--- src/rtl/jsp_pkg.sv ---
/*
 * JTAG serial port shared definitions
 * Channel widths, vector types, default FIFO depth and FSM states
 */
package jsp_pkg;

  ////////////////////////////////////////
  // Widths
  ////////////////////////////////////////

  localparam int BYTE_W     = 8;  // Bits per channel byte
  localparam int DR_TAIL_W  = 7;  // Newest DR bits visible to the port
  localparam int COUNT_W    = 4;  // Word counts and FIFO levels
  localparam int BIT_CNT_W  = $clog2(BYTE_W);

  // Default FIFO depth
  // Must stay at 15 or less, a full FIFO still has to fit one nibble
  localparam int FIFO_DEPTH = 8;

  ////////////////////////////////////////
  // Vector types
  ////////////////////////////////////////

  typedef logic [BYTE_W-1:0]    byte_t;     // Channel data byte
  typedef logic [COUNT_W-1:0]   count_t;    // Word count or fill/free level
  typedef logic [BIT_CNT_W-1:0] bit_cnt_t;  // Bit position within a byte
  typedef logic [DR_TAIL_W-1:0] dr_tail_t;  // Newest bit in MSB, older TDI bits below

  // Write path FSM, TDI into the receive FIFO
  typedef enum logic [1:0] {
    WR_IDLE,
    WR_WAIT,    // Multi-device chains only, waits for the start bit
    WR_COUNTS,  // Host count word
    WR_XFER
  } wr_state_e;

  // Read path FSM, transmit FIFO out to TDO
  typedef enum logic [1:0] {
    RD_IDLE,
    RD_COUNTS,  // Status byte on TDO
    RD_RDACK,   // Pop the byte just loaded
    RD_XFER
  } rd_state_e;

endpackage

--- src/rtl/jsp_byte_fifo.sv ---
/*
 * Single-clock byte FIFO
 * Circular buffer with fill and free counts, head shown on data_o
 */
`timescale 1ns/1ps

module jsp_byte_fifo #(
  parameter int fifo_depth_p = jsp_pkg::FIFO_DEPTH
) (
  input  logic            tck_i,
  input  logic            rst_i,
  input  logic            push_i,
  input  jsp_pkg::byte_t  data_i,
  input  logic            pop_i,
  output jsp_pkg::byte_t  data_o,   // Head entry
  output jsp_pkg::count_t count_o,  // Fill level
  output jsp_pkg::count_t free_o    // Space left
);

  localparam int ptr_w = (fifo_depth_p > 1) ? $clog2(fifo_depth_p) : 1;

  typedef logic [ptr_w-1:0] ptr_t;

  jsp_pkg::byte_t  mem_q [fifo_depth_p];
  ptr_t            wr_ptr_q, rd_ptr_q;
  jsp_pkg::count_t count_q;

  // Counts must fit a nibble
  if (fifo_depth_p < 1 || fifo_depth_p > 15) begin : g_depth_chk
    $error("jsp_byte_fifo depth %0d out of range 1..15", fifo_depth_p);
  end

  // Pointer advance with wrap at any depth
  function automatic ptr_t ptr_next(input ptr_t p);
    if (p == ptr_t'(fifo_depth_p - 1))
      return '0;
    return p + 1'b1;
  endfunction

  ////////////////////////////////////////
  // Storage
  ////////////////////////////////////////

  always_ff @(posedge tck_i) begin
    if (push_i)
      mem_q[wr_ptr_q] <= data_i;
  end

  always_ff @(posedge tck_i or posedge rst_i) begin
    if (rst_i) begin
      wr_ptr_q <= '0;
      rd_ptr_q <= '0;
      count_q  <= '0;
    end else begin
      if (push_i)
        wr_ptr_q <= ptr_next(wr_ptr_q);
      if (pop_i)
        rd_ptr_q <= ptr_next(rd_ptr_q);
      case ({push_i, pop_i})
        2'b10:   count_q <= count_q + 1'b1;
        2'b01:   count_q <= count_q - 1'b1;
        default: count_q <= count_q;  // Idle or push and pop together
      endcase
    end
  end

  assign data_o  = mem_q[rd_ptr_q];
  assign count_o = count_q;
  assign free_o  = jsp_pkg::count_t'(fifo_depth_p) - count_q;

  // Writers and readers on both sides work from the levels
  a_no_overflow : assert property (@(posedge tck_i) disable iff (rst_i)
    push_i |-> (count_q != jsp_pkg::count_t'(fifo_depth_p)));
  a_no_underflow : assert property (@(posedge tck_i) disable iff (rst_i)
    pop_i |-> (count_q != '0));

endmodule

--- src/rtl/jsp_word_counters.sv ---
/*
 * JTAG serial port word counters
 * Receive space, announced transmit bytes and host byte count
 */
`timescale 1ns/1ps

module jsp_word_counters (
  input  logic              tck_i,
  input  logic              rst_i,
  input  logic              in_ld_i,
  input  logic              in_dec_i,
  input  logic              out_ld_i,
  input  logic              out_dec_i,
  input  logic              user_ld_i,
  input  logic              user_dec_i,
  input  jsp_pkg::count_t   rx_free_i,   // Receive FIFO space
  input  jsp_pkg::count_t   tx_count_i,  // Transmit FIFO fill level
  input  logic              tdi_i,
  input  jsp_pkg::dr_tail_t dr_tail_i,
  output logic              in_zero_o,
  output logic              out_zero_o,
  output logic              user_zero_o
);

  localparam int N_CNT = 3;  // In, out, user

  logic [N_CNT-1:0] ld;
  logic [N_CNT-1:0] dec;
  logic [N_CNT-1:0] zero;
  jsp_pkg::count_t  ld_val [N_CNT];
  jsp_pkg::count_t  cnt_q  [N_CNT];

  ////////////////////////////////////////
  // Counter inputs
  ////////////////////////////////////////

  assign ld  = {user_ld_i, out_ld_i, in_ld_i};
  assign dec = {user_dec_i, out_dec_i, in_dec_i};

  assign ld_val[0] = rx_free_i;
  assign ld_val[1] = tx_count_i;
  // Count word upper nibble, last four bits of the word shifted in
  assign ld_val[2] = {tdi_i, dr_tail_i[jsp_pkg::DR_TAIL_W-1 -: 3]};

  ////////////////////////////////////////
  // Load/decrement registers
  ////////////////////////////////////////

  for (genvar i = 0; i < N_CNT; i++) begin : g_cnt
    always_ff @(posedge tck_i or posedge rst_i) begin
      if (rst_i)
        cnt_q[i] <= '0;
      else if (ld[i])
        cnt_q[i] <= ld_val[i];  // Load wins over decrement
      else if (dec[i])
        cnt_q[i] <= cnt_q[i] - 1'b1;
    end

    assign zero[i] = (cnt_q[i] == '0);

    // Control must check the zero flag before it steps a counter
    a_no_underflow : assert property (@(posedge tck_i) disable iff (rst_i)
      dec[i] && !ld[i] |-> !zero[i]);
  end

  assign in_zero_o   = zero[0];
  assign out_zero_o  = zero[1];
  assign user_zero_o = zero[2];

endmodule

--- src/rtl/jsp_tdo_shifter.sv ---
/*
 * JTAG serial port TDO shifter
 * Loads the status byte or a transmit byte, shifts out LSB first
 */
`timescale 1ns/1ps

module jsp_tdo_shifter (
  input  logic            tck_i,
  input  logic            rst_i,
  input  logic            ld_i,          // Parallel load
  input  logic            shift_i,       // Shift right one bit
  input  logic            status_sel_i,  // Load status instead of data
  input  jsp_pkg::byte_t  tx_data_i,     // Transmit FIFO head
  input  jsp_pkg::count_t rx_free_i,
  input  jsp_pkg::count_t tx_count_i,
  output logic            tdo_o
);

  jsp_pkg::byte_t sh_q;
  jsp_pkg::byte_t ld_val;

  // Status byte, fill level high and free space low
  assign ld_val = status_sel_i ? {tx_count_i, rx_free_i} : tx_data_i;

  always_ff @(posedge tck_i or posedge rst_i) begin
    if (rst_i)
      sh_q <= '0;
    else if (ld_i)
      sh_q <= ld_val;
    else if (shift_i)
      sh_q <= {1'b0, sh_q[jsp_pkg::BYTE_W-1:1]};  // Zero fill from the top
  end

  assign tdo_o = sh_q[0];

endmodule

--- src/rtl/jsp_ctrl.sv ---
/*
 * JTAG serial port control
 * Write FSM moves bytes from TDI into the receive FIFO, read FSM
 * streams status and transmit bytes out through the TDO shifter
 */
`timescale 1ns/1ps

module jsp_ctrl #(
  parameter bit multi_dev_p = 1'b1  // Wait for a '1' start bit before the count word
) (
  input  logic tck_i,
  input  logic rst_i,
  // TAP controller
  input  logic capture_dr_i,
  input  logic shift_dr_i,
  input  logic update_dr_i,
  input  logic module_select_i,
  input  logic tdi_i,
  // Counter status
  input  logic in_zero_i,    // No receive space left
  input  logic out_zero_i,   // No announced bytes left
  input  logic user_zero_i,  // Host has nothing more to send
  // Word counter strobes
  output logic in_ld_o,
  output logic in_dec_o,
  output logic out_ld_o,
  output logic out_dec_o,
  output logic user_ld_o,
  output logic user_dec_o,
  // TDO shifter
  output logic sh_ld_o,
  output logic sh_shift_o,
  output logic sh_status_sel_o,
  // FIFOs
  output logic rx_push_o,
  output logic tx_pop_o
);

  jsp_pkg::wr_state_e wr_state_q, wr_state_d;
  jsp_pkg::rd_state_e rd_state_q, rd_state_d;
  jsp_pkg::bit_cnt_t  wr_bit_q, rd_bit_q;  // Bits seen in the current byte
  logic               wr_bit_clr, wr_bit_inc;
  logic               rd_bit_clr, rd_bit_inc;
  logic               wr_bit_max, rd_bit_max;

  assign wr_bit_max = (wr_bit_q == '1);  // 8th bit on this edge
  assign rd_bit_max = (rd_bit_q == '1);

  ////////////////////////////////////////
  // State and bit counters
  ////////////////////////////////////////

  always_ff @(posedge tck_i or posedge rst_i) begin
    if (rst_i) begin
      wr_state_q <= jsp_pkg::WR_IDLE;
      rd_state_q <= jsp_pkg::RD_IDLE;
      wr_bit_q   <= '0;
      rd_bit_q   <= '0;
    end else begin
      wr_state_q <= wr_state_d;
      rd_state_q <= rd_state_d;
      if (wr_bit_clr)
        wr_bit_q <= '0;
      else if (wr_bit_inc)
        wr_bit_q <= wr_bit_q + 1'b1;  // Wraps to zero at byte boundary
      if (rd_bit_clr)
        rd_bit_q <= '0;
      else if (rd_bit_inc)
        rd_bit_q <= rd_bit_q + 1'b1;
    end
  end

  ////////////////////////////////////////
  // Write FSM
  ////////////////////////////////////////

  always_comb begin
    wr_state_d = wr_state_q;
    wr_bit_clr = 1'b0;
    wr_bit_inc = 1'b0;
    in_ld_o    = 1'b0;
    in_dec_o   = 1'b0;
    user_ld_o  = 1'b0;
    user_dec_o = 1'b0;
    rx_push_o  = 1'b0;
    case (wr_state_q)
      jsp_pkg::WR_IDLE: begin
        if (module_select_i && capture_dr_i) begin
          if (multi_dev_p)
            wr_state_d = jsp_pkg::WR_WAIT;
          else
            wr_state_d = jsp_pkg::WR_COUNTS;
          wr_bit_clr = 1'b1;
          in_ld_o    = 1'b1;  // Snapshot of receive FIFO space
        end
      end
      jsp_pkg::WR_WAIT: begin
        if (update_dr_i)
          wr_state_d = jsp_pkg::WR_IDLE;
        else if (shift_dr_i && module_select_i && tdi_i)
          wr_state_d = jsp_pkg::WR_COUNTS;  // Start bit seen
      end
      jsp_pkg::WR_COUNTS: begin
        if (update_dr_i) begin
          wr_state_d = jsp_pkg::WR_IDLE;
        end else if (shift_dr_i) begin  // Hold during pause
          wr_bit_inc = 1'b1;
          if (wr_bit_max) begin
            wr_state_d = jsp_pkg::WR_XFER;
            user_ld_o  = 1'b1;  // Upper nibble is the host byte count
          end
        end
      end
      jsp_pkg::WR_XFER: begin
        if (update_dr_i) begin
          wr_state_d = jsp_pkg::WR_IDLE;
        end else if (shift_dr_i) begin
          wr_bit_inc = 1'b1;
          // Bytes past either limit are dropped
          if (wr_bit_max && !in_zero_i && !user_zero_i) begin
            rx_push_o  = 1'b1;
            in_dec_o   = 1'b1;
            user_dec_o = 1'b1;
          end
        end
      end
      default: wr_state_d = jsp_pkg::WR_IDLE;
    endcase
  end

  ////////////////////////////////////////
  // Read FSM
  ////////////////////////////////////////

  always_comb begin
    rd_state_d      = rd_state_q;
    rd_bit_clr      = 1'b0;
    rd_bit_inc      = 1'b0;
    out_ld_o        = 1'b0;
    out_dec_o       = 1'b0;
    sh_ld_o         = 1'b0;
    sh_shift_o      = 1'b0;
    sh_status_sel_o = (rd_state_q == jsp_pkg::RD_IDLE);  // Status byte only at capture
    tx_pop_o        = 1'b0;
    case (rd_state_q)
      jsp_pkg::RD_IDLE: begin
        if (module_select_i && capture_dr_i) begin
          rd_state_d = jsp_pkg::RD_COUNTS;
          rd_bit_clr = 1'b1;
          sh_ld_o    = 1'b1;
          out_ld_o   = 1'b1;  // Bytes announced in this status byte
        end
      end
      jsp_pkg::RD_COUNTS, jsp_pkg::RD_XFER: begin
        if (update_dr_i) begin
          rd_state_d = jsp_pkg::RD_IDLE;
        end else if (shift_dr_i) begin
          rd_bit_inc = 1'b1;
          sh_shift_o = 1'b1;
          if (rd_bit_max) begin
            rd_state_d = jsp_pkg::RD_RDACK;
            // Next byte replaces the shift, popped later in RD_RDACK
            if (!out_zero_i) begin
              sh_ld_o    = 1'b1;
              sh_shift_o = 1'b0;
              out_dec_o  = (rd_state_q == jsp_pkg::RD_XFER);  // Count lags one byte
            end
          end
        end
      end
      jsp_pkg::RD_RDACK: begin
        if (update_dr_i) begin
          rd_state_d = jsp_pkg::RD_IDLE;
        end else if (shift_dr_i) begin
          rd_state_d = jsp_pkg::RD_XFER;
          rd_bit_inc = 1'b1;
          sh_shift_o = 1'b1;
          tx_pop_o   = !out_zero_i;
        end
      end
      default: rd_state_d = jsp_pkg::RD_IDLE;
    endcase
  end

  // Receive pushes belong to the data phase of a write scan
  a_push_in_xfer : assert property (@(posedge tck_i) disable iff (rst_i)
    rx_push_o |-> (wr_state_q == jsp_pkg::WR_XFER));

  // Transmit pops only acknowledge a byte already in the shifter
  a_pop_in_rdack : assert property (@(posedge tck_i) disable iff (rst_i)
    tx_pop_o |-> (rd_state_q == jsp_pkg::RD_RDACK));

endmodule

--- src/rtl/jsp_top.sv ---
/*
 * JTAG serial port top level
 * Byte channel through one JTAG data register, with receive and
 * transmit FIFOs toward the system in the TCK domain
 */
`timescale 1ns/1ps

module jsp_top #(
  parameter bit multi_dev_p  = 1'b1,  // Start bit before the count word
  parameter int fifo_depth_p = jsp_pkg::FIFO_DEPTH
) (
  input  logic              tck_i,
  input  logic              rst_i,
  // TAP controller
  input  logic              capture_dr_i,
  input  logic              shift_dr_i,
  input  logic              update_dr_i,
  input  logic              module_select_i,
  input  logic              tdi_i,
  input  jsp_pkg::dr_tail_t dr_tail_i,
  output logic              module_tdo_o,
  // System side
  input  logic              sys_rx_pop_i,
  output jsp_pkg::byte_t    sys_rx_data_o,
  output jsp_pkg::count_t   sys_rx_count_o,
  input  logic              sys_tx_push_i,
  input  jsp_pkg::byte_t    sys_tx_data_i,
  output jsp_pkg::count_t   sys_tx_free_o
);

  logic            in_ld, in_dec, out_ld, out_dec, user_ld, user_dec;
  logic            in_zero, out_zero, user_zero;
  logic            sh_ld, sh_shift, sh_status_sel;
  logic            rx_push, tx_pop;
  jsp_pkg::count_t rx_free, tx_count;
  jsp_pkg::byte_t  tx_head;

  jsp_ctrl #(.multi_dev_p(multi_dev_p)) ctrl_inst (
    .tck_i(tck_i), .rst_i(rst_i),
    .capture_dr_i(capture_dr_i), .shift_dr_i(shift_dr_i), .update_dr_i(update_dr_i),
    .module_select_i(module_select_i), .tdi_i(tdi_i),
    .in_zero_i(in_zero), .out_zero_i(out_zero), .user_zero_i(user_zero),
    .in_ld_o(in_ld), .in_dec_o(in_dec), .out_ld_o(out_ld), .out_dec_o(out_dec),
    .user_ld_o(user_ld), .user_dec_o(user_dec),
    .sh_ld_o(sh_ld), .sh_shift_o(sh_shift), .sh_status_sel_o(sh_status_sel),
    .rx_push_o(rx_push), .tx_pop_o(tx_pop)
  );

  jsp_word_counters counters_inst (
    .tck_i(tck_i), .rst_i(rst_i),
    .in_ld_i(in_ld), .in_dec_i(in_dec), .out_ld_i(out_ld), .out_dec_i(out_dec),
    .user_ld_i(user_ld), .user_dec_i(user_dec),
    .rx_free_i(rx_free), .tx_count_i(tx_count), .tdi_i(tdi_i), .dr_tail_i(dr_tail_i),
    .in_zero_o(in_zero), .out_zero_o(out_zero), .user_zero_o(user_zero)
  );

  jsp_tdo_shifter shifter_inst (
    .tck_i(tck_i), .rst_i(rst_i),
    .ld_i(sh_ld), .shift_i(sh_shift), .status_sel_i(sh_status_sel),
    .tx_data_i(tx_head), .rx_free_i(rx_free), .tx_count_i(tx_count),
    .tdo_o(module_tdo_o)
  );

  // Host to system, byte completes with the current TDI bit on top
  jsp_byte_fifo #(.fifo_depth_p(fifo_depth_p)) rx_fifo (
    .tck_i(tck_i), .rst_i(rst_i),
    .push_i(rx_push), .data_i({tdi_i, dr_tail_i}), .pop_i(sys_rx_pop_i),
    .data_o(sys_rx_data_o), .count_o(sys_rx_count_o), .free_o(rx_free)
  );

  // System to host
  jsp_byte_fifo #(.fifo_depth_p(fifo_depth_p)) tx_fifo (
    .tck_i(tck_i), .rst_i(rst_i),
    .push_i(sys_tx_push_i), .data_i(sys_tx_data_i), .pop_i(tx_pop),
    .data_o(tx_head), .count_o(tx_count), .free_o(sys_tx_free_o)
  );

endmodule

--- config.mk ---
export PLATFORM = sky130hd
export DESIGN_NAME = jsp_top
export DESIGN_NICKNAME = d
export VERILOG_FILES = /design/src/rtl/jsp_pkg.sv /design/src/rtl/jsp_byte_fifo.sv /design/src/rtl/jsp_word_counters.sv /design/src/rtl/jsp_tdo_shifter.sv /design/src/rtl/jsp_ctrl.sv /design/src/rtl/jsp_top.sv
export SDC_FILE = /design/constraint.sdc
export NUM_CORES = 1
export LEC_CHECK = 0
export BUFFER_PORTS_ARGS = -buffer_cell sky130_fd_sc_hd__buf_4
export CAP_MARGIN = 15
export CELL_PAD_IN_SITES_DETAIL_PLACEMENT = 0
export CELL_PAD_IN_SITES_GLOBAL_PLACEMENT = 1
export CORE_MARGIN = 3
export CORE_UTILIZATION = 52
export CTS_CLUSTER_DIAMETER = 200
export CTS_CLUSTER_SIZE = 12
export DETAILED_ROUTE_END_ITERATION = 16
export HOLD_SLACK_MARGIN = 0.06
export PLACE_DENSITY = 0.85
export SYNTH_ARGS = -nofsm -noshare
export SYNTH_HDL_FRONTEND = slang
export SYNTH_SLANG_ARGS = --single-unit
--- constraint.sdc ---
create_clock -name tck_i -period 3.6 [get_ports tck_i]
set_input_delay 0.72 -clock tck_i [delete_from_list [all_inputs] [get_ports tck_i]]
set_output_delay 0.72 -clock tck_i [all_outputs]
set_load 0.02 [all_outputs]
# After elaboration in Yosys (flattened, before gate mapping)
# Memory sizes are Yosys's and may differ from the RTL's.
# Cells that the tools add are included.
[op_classes]
addsub = 15
n_eq_ne = 25
n_mux = 82
n_reduce_logical = 26
[ops]
columns = ["cell", "count"]
rows = [
  ["$mux W1", 43],
  ["$mux W3", 12],
  ["$mux W2", 12],
  ["$mux W4", 6],
  ["$mux W8", 3],
  ["$sub A4 B1 Y4 const B", 5],
  ["$add A3 B1 Y3 const B", 6],
  ["$eq A3 B3 Y1 const B", 6],
  ["$pmux W4 S2", 2],
  ["$reduce_bool A2 Y1", 8],
  ["$eq A2 B2 Y1 const B", 6],
  ["$logic_not A4 Y1", 3],
  ["$ne A3 B2 Y1 const B", 3],
  ["$ne A3 B3 Y1 const B", 3],
  ["$add A4 B1 Y4 const B", 2],
  ["$eq A2 B1 Y1 const B", 4],
  ["$pmux W2 S4", 1],
  ["$sub A4 B4 Y4 const A", 2],
  ["$pmux W2 S3", 1],
  ["$logic_and A1 B1 Y1", 5],
  ["$reduce_and A5 Y1", 1],
  ["$logic_not A2 Y1", 2],
  ["$ne A2 B2 Y1 const B", 2],
  ["$pmux W1 S2", 2],
  ["other kinds (5)", 8],
]
[word_totals]
ff_bits = 50
mem_bits_rw = 128
output_inout_bits = 17
n_memories = 2
[mem_list]
columns = ["name", "words", "word_bits", "read_ports", "rd_ports_with_merged_regs", "write_ports", "line_no", "text"]
rows = [
  ["rx_fifo.mem_q", 8, 8, 1, 0, 1, "jsp_byte_fifo.sv:24", "jsp_pkg::byte_t mem_q [fifo_depth_p];"],
  ["tx_fifo.mem_q", 8, 8, 1, 0, 1, "jsp_byte_fifo.sv:24", ""],
]

# Logic depth before layout (Yosys ltp)
[logic_depth]
ltp_word = 10
mapped_depth = 12
depth_no_buf = 11

# Cells and area by module
# A second synthesis with hierarchy kept.
[hier_totals]
hier_cells = 493
hier_area_um2 = 8135.3
[by_module_without_submodules]
columns = ["mod", "instances", "cells_per_inst", "area_each_um2", "seq_area_each_um2"]
rows = [
  ["jsp_byte_fifo at rx_fifo", 1, 163, 3159.3, 2172.1],
  ["jsp_byte_fifo at tx_fifo", 1, 161, 3156.8, 2172.1],
  ["jsp_word_counters", 1, 66, 689.4, 300.3],
  ["jsp_ctrl", 1, 67, 665.6, 250.2],
  ["jsp_tdo_shifter", 1, 36, 464.2, 200.2],
]

# Worst setup path before layout
# No wires, ideal clock.
[synth_timing]
path_kind = "flip-flop to flip-flop"
startpoint = "register counters_inst.cnt_q[4] (netlist name)"
endpoint = "register tx_fifo.count_q[3] (netlist: tx_fifo.count_o[3])"
t_arrival_ns = 2.534
required_time_ns = 3.520
slack_ns = 0.986
stages_incl_launch_ff = 12
path_buffers = 1
synth_period_minus_slack_ns = 2.614
path_cell_list = "dfrtp_1 inv_1 ha_1 or3b_4 and3_2 clkbuf_1 ha_1 ha_1 a21o_1 a21oi_1 mux2i_1 xnor2_1"
[synth_via]
elab_chain_len = 7
[synth_lines]
columns = ["item", "line_no", "text"]
rows = [
  ["start: declaration", "jsp_word_counters.sv:31", "jsp_pkg::count_t cnt_q [N_CNT];"],
  ["start signal: indexed assignment", "jsp_word_counters.sv:54", "cnt_q[i] <= ld_val[i];"],
  ["start signal: indexed assignment", "jsp_word_counters.sv:56", "cnt_q[i] <= cnt_q[i] - 1'b1;"],
  ["$logic_not A4 Y1 (*)", "jsp_word_counters.sv:59", "assign zero[i] = (cnt_q[i] == '0);"],
  ["$logic_not A1 Y1 (*)", "-", ""],
  ["$mux W1 (*)", "jsp_ctrl.sv:174", "end else if (shift_dr_i) begin"],
  ["$mux W1 (*)", "jsp_ctrl.sv:172", "if (update_dr_i) begin"],
  ["$mux W1 (*)", "jsp_ctrl.sv:145", "case (rd_state_q)"],
  ["$eq A2 B1 Y1 or $eq A2 B2 Y1 (tied branches)", "jsp_byte_fifo.sv:59", "case ({push_i, pop_i})"],
  ["$pmux W4 S2 or $reduce_bool A2 Y1 (tied branches)", "-", ""],
  ["end signal: assignment", "jsp_byte_fifo.sv:60", "2'b10: count_q <= count_q + 1'b1;"],
  ["end signal: assignment", "jsp_byte_fifo.sv:61", "2'b01: count_q <= count_q - 1'b1;"],
  ["end signal: assignment", "jsp_byte_fifo.sv:62", "default: count_q <= count_q;"],
  ["end: declaration", "jsp_byte_fifo.sv:26", "jsp_pkg::count_t count_q;"],
]
# Mark *: on every way between the ends. The rest lies on a longest branch, timed or not.
# A chain may end at the register's enable or synchronous reset.

# Worst setup path in the final report
[layout_timing]
startpoint = "register rx_fifo.rd_ptr_q[1]"
endpoint = "output sys_rx_data_o[5]"
[layout_via]
elab_chain_len = 1
[layout_lines]
columns = ["item", "line_no", "text"]
rows = [
  ["start: declaration", "jsp_byte_fifo.sv:25", "ptr_t wr_ptr_q, rd_ptr_q;"],
  ["start signal: assignment", "jsp_byte_fifo.sv:58", "rd_ptr_q <= ptr_next(rd_ptr_q);"],
  ["$mem_v2 Z8 W8", "-", ""],
  ["end: declaration", "jsp_top.sv:24", "output jsp_pkg::byte_t sys_rx_data_o,"],
]
# No other way between the ends.

==> impl_metrics.csv <==
group,metric,value,unit
run_status,status,"finished clean",
floorplanning,io_pins,41,
global_route,grt_pass1_wl,24.0,mm
sta,min_period,2.93,ns
synth,yosys_warnings,0,
placement,place_area,8260,um^2
power,powerDensity,653,nW/um^2
global_route,grt_remaining_overflow,0,
setup_path,critPathKind,"reg2out",
global_route,grt_pass1_vias,4487,
floorplanning,rows,44,
synth,syn_area,7770,um^2
global_route,antenna_found_initial,0,
detailed_routing,drt_iter0_markers,306,
synth,yosys-top-cells-area,"edfxtp_1, dfrtp_1, mux4_2",
sta,rsz0062_at_grt,"no",
sta,finalHoldWorstSlack,0.357,ns
placement,place_ws,0.880,ns
synth,synth_edf_count,128,
sta,slew_headroom,39.1,%
floorplanning,die_area,16400,um^2
clock_tree,cts_setup_buffers,0,
detailed_routing,routedWlPerCell,19.3,um
global_route,grt_max_degree,51,
setup_path,cp.arrival,2.21,ns
clock_tree,cts_max_level,4,
clock_tree,postCtsHoldBufs,0,
clock_tree,cts.root.buffer_cell,"clkbuf_16",
sta,finalSetupTns,0,ns
power,p_leak,3.30,nW
power,total_power,5.74,mW
global_route,grt_usage,18.9,%
detailed_routing,drtPass1Iterations,4,
synth,ys_types,65,
synth,synthMuxAreaShare,12.4,%
clock_tree,cts.clk_slew.worst_paths,0.07,ns
clock_tree,numCtsBuffers,17,
cells_and_area,final.fill_count,1027,
sta,slew_viol_final,0,
synth,synthSimpleGateAreaFrac,7.46,%
cells_and_area,stdcell_count,736,
detailed_routing,wl,14.2,mm
placement,port_buffers,40,
synth,synth_top_area_share,49.5,%
synth,synth.avg_cell_area,15.8,um^2
synth,synth_top_family_by_area,"multiplexers",
clock_tree,clock_latency,0.42,ns
cells_and_area,fin_nets,588,
synth,synth-seq-cells,178,
sta,clock_skew,0.00504,ns
synth,synth_compound_area_share,6.56,%
floorplanning,initial_utilization,53.2,%
cells_and_area,area_growth,13.2,%
detailed_routing,routed-via-count,4286,
synth,yosys.area_share.adder,3.96,%
power,ir_worst_vdd,0.000398,V
cells_and_area,antenna_cells,0,
sta,finalHoldViolCount,0,
sta,fin_ws,0.669,ns
synth,yosysTopAreaCell,"edfxtp_1",
synth,synth_xor_xnor_area_share,1.47,%
cells_and_area,finalInstanceArea,8790,um^2
clock_tree,cts-resized-gates,0,
setup_path,endpoint_kind,"output port",
placement,hpwlAfterDp,9.44,mm
setup_path,worstPathRequired,2.88,ns
detailed_routing,via_per_inst,5.82,
clock_tree,cts_tree,"yes",
cells_and_area,final_cell_mix,"edfxtp_1, buf_4, dfrtp_1",
synth,syn_nets,540,
synth,synthArstFlopShare,28.1,%
setup_path,critPathMaxFanout,18,
detailed_routing,drtAntennaViolNets,0,
clock_tree,clock_sinks,178,
min_path,hold_path.class,"in2async",
cells_and_area,layout_commonest_cell,"edfxtp_1",
detailed_routing,drc,0,
floorplanning,coreArea,14600,um^2
placement,routabilityCongestion,0.775,
run,cap_viol_max_count,0,
synth,syn_inst,492,
synth,ys.flop_type,"edfxtp_1",
placement,numPlacedInstances,704,
sta,tightestPinTransition,0.914,ns
sta,fin_crit_sh,81.4,%
sta,max_freq,341,MHz
sta,setup_viol,0,
setup_path,start_kind,"register",
clock_tree,clockBufferDepth,2,
floorplanning,die_w,128,um
synth,seq_area_frac_synth,65.6,%
floorplanning,die_y,128,um
cells_and_area,final_core_util,60.3,%
cells_and_area,drive_above_1_share,25.2,%
registers in the layout, indices dropped and copies added (netlist names):
name	flops
rx_fifo.mem_q	64
tx_fifo.mem_q	64
counters_inst.cnt_q	12
shifter_inst.sh_q	8
rx_fifo.count_o	4
tx_fifo.count_o	4
ctrl_inst.rd_bit_q	3
ctrl_inst.wr_bit_q	3
rx_fifo.rd_ptr_q	3
rx_fifo.wr_ptr_q	3
tx_fifo.rd_ptr_q	3
tx_fifo.wr_ptr_q	3
ctrl_inst.rd_state_q	2
ctrl_inst.wr_state_q	2
Yosys cell counts, types with 3 or more instances:
master	n
or3_1	3
a21boi_0	3
inv_1	20
xor2_1	8
o31ai_1	3
nor2b_1	4
o21ai_0	18
a31oi_1	3
nor3_1	13
o211ai_1	3
xnor2_1	5
ha_1	23
nor2_1	26
dfrtp_1	50
mux2_2	20
a22o_1	3
buf_4	5
nand3_1	6
nand2_1	20
mux4_2	31
nand2b_1	7
nand3b_1	4
a211o_1	3
edfxtp_1	128
a21oi_1	10
buf_2	7
clkbuf_1	9
mux2i_1	4
o22ai_1	6
cells by family (layout without fill, tap and decap cells):
kind of cell    Yosys count  count (layout)
mux                      55              55
fa+ha+maj                24              24
xor+xnor                 13              13
buf+inv                  43             103
compound gates           74              74
flops                   178             178
simple gates            105             105
per-layer routing:
metal	share of wire (%)	vias up	track usage (%)	wire (um)
li1	-	2010	-	-
met1	44	2165	25.9	6210
met2	52	100	31.0	7310
met3	3.8	11	3.29	538
met4	0.91	0	6.37	129
met5	0	-	0	0
worst paths after layout:
| kind | start | to | slack [ns] | cells past startpoint |
|---|---|---|---|---|
| setup / recovery | rx_fifo.rd_ptr_q[1]$_DFFE_PP0P_ | sys_rx_data_o[5] | 0.67 | 3 |
| hold / removal | rst_i | ctrl_inst.wr_bit_q[0]$_DFFE_PP0P_ | 0.36 | 2 |
| setup reg to reg | counters_inst.cnt_q[4]$_DFFE_PP0P_ | tx_fifo.count_o[3]$_DFFE_PP0P_ | 0.89 | 10 |
| hold reg to reg | ctrl_inst.wr_bit_q[0]$_DFFE_PP0P_ | ctrl_inst.wr_bit_q[0]$_DFFE_PP0P_ | 0.50 | 1 |
| max in group asynchronous | rst_i | tx_fifo.wr_ptr_q[1]$_DFFE_PP0P_ | 2.71 | 3 |
| min in group tck_i | ctrl_inst.wr_bit_q[0]$_DFFE_PP0P_ | ctrl_inst.wr_bit_q[0]$_DFFE_PP0P_ | 0.50 | 1 |
power breakdown:
| group | switching, mW | total (mW) | internal [mW] | leakage [nW] |
|---|---|---|---|---|
| registers | 0.267 | 2.72 | 2.46 | 1.79 |
| logic | 0.698 | 1.39 | 0.697 | 1.28 |
| clock network | 0.750 | 1.63 | 0.875 | 0.235 |
critical path, stage by stage, from the launching register on:
cell and delay, ns:
dfrtp_1 0.92, mux4_2 0.41, mux2_2 0.29, buf_4 0.16
cell type report:
| cell class | count | area, um^2 | area share [%] |
|---|---|---|---|
| well taps | 184 | 230 | 2.62 |
| multi-input cells | 271 | 2470 | 28.1 |
| clock inverters | 13 | 87.6 | 0.996 |
| inverters | 20 | 75.1 | 0.854 |
| clock buffers | 18 | 429 | 4.88 |
| flip-flops and latches | 178 | 5090 | 57.9 |
| repair buffers | 52 | 403 | 4.58 |
No activity file was read; power rests on OpenSTA's default activity.
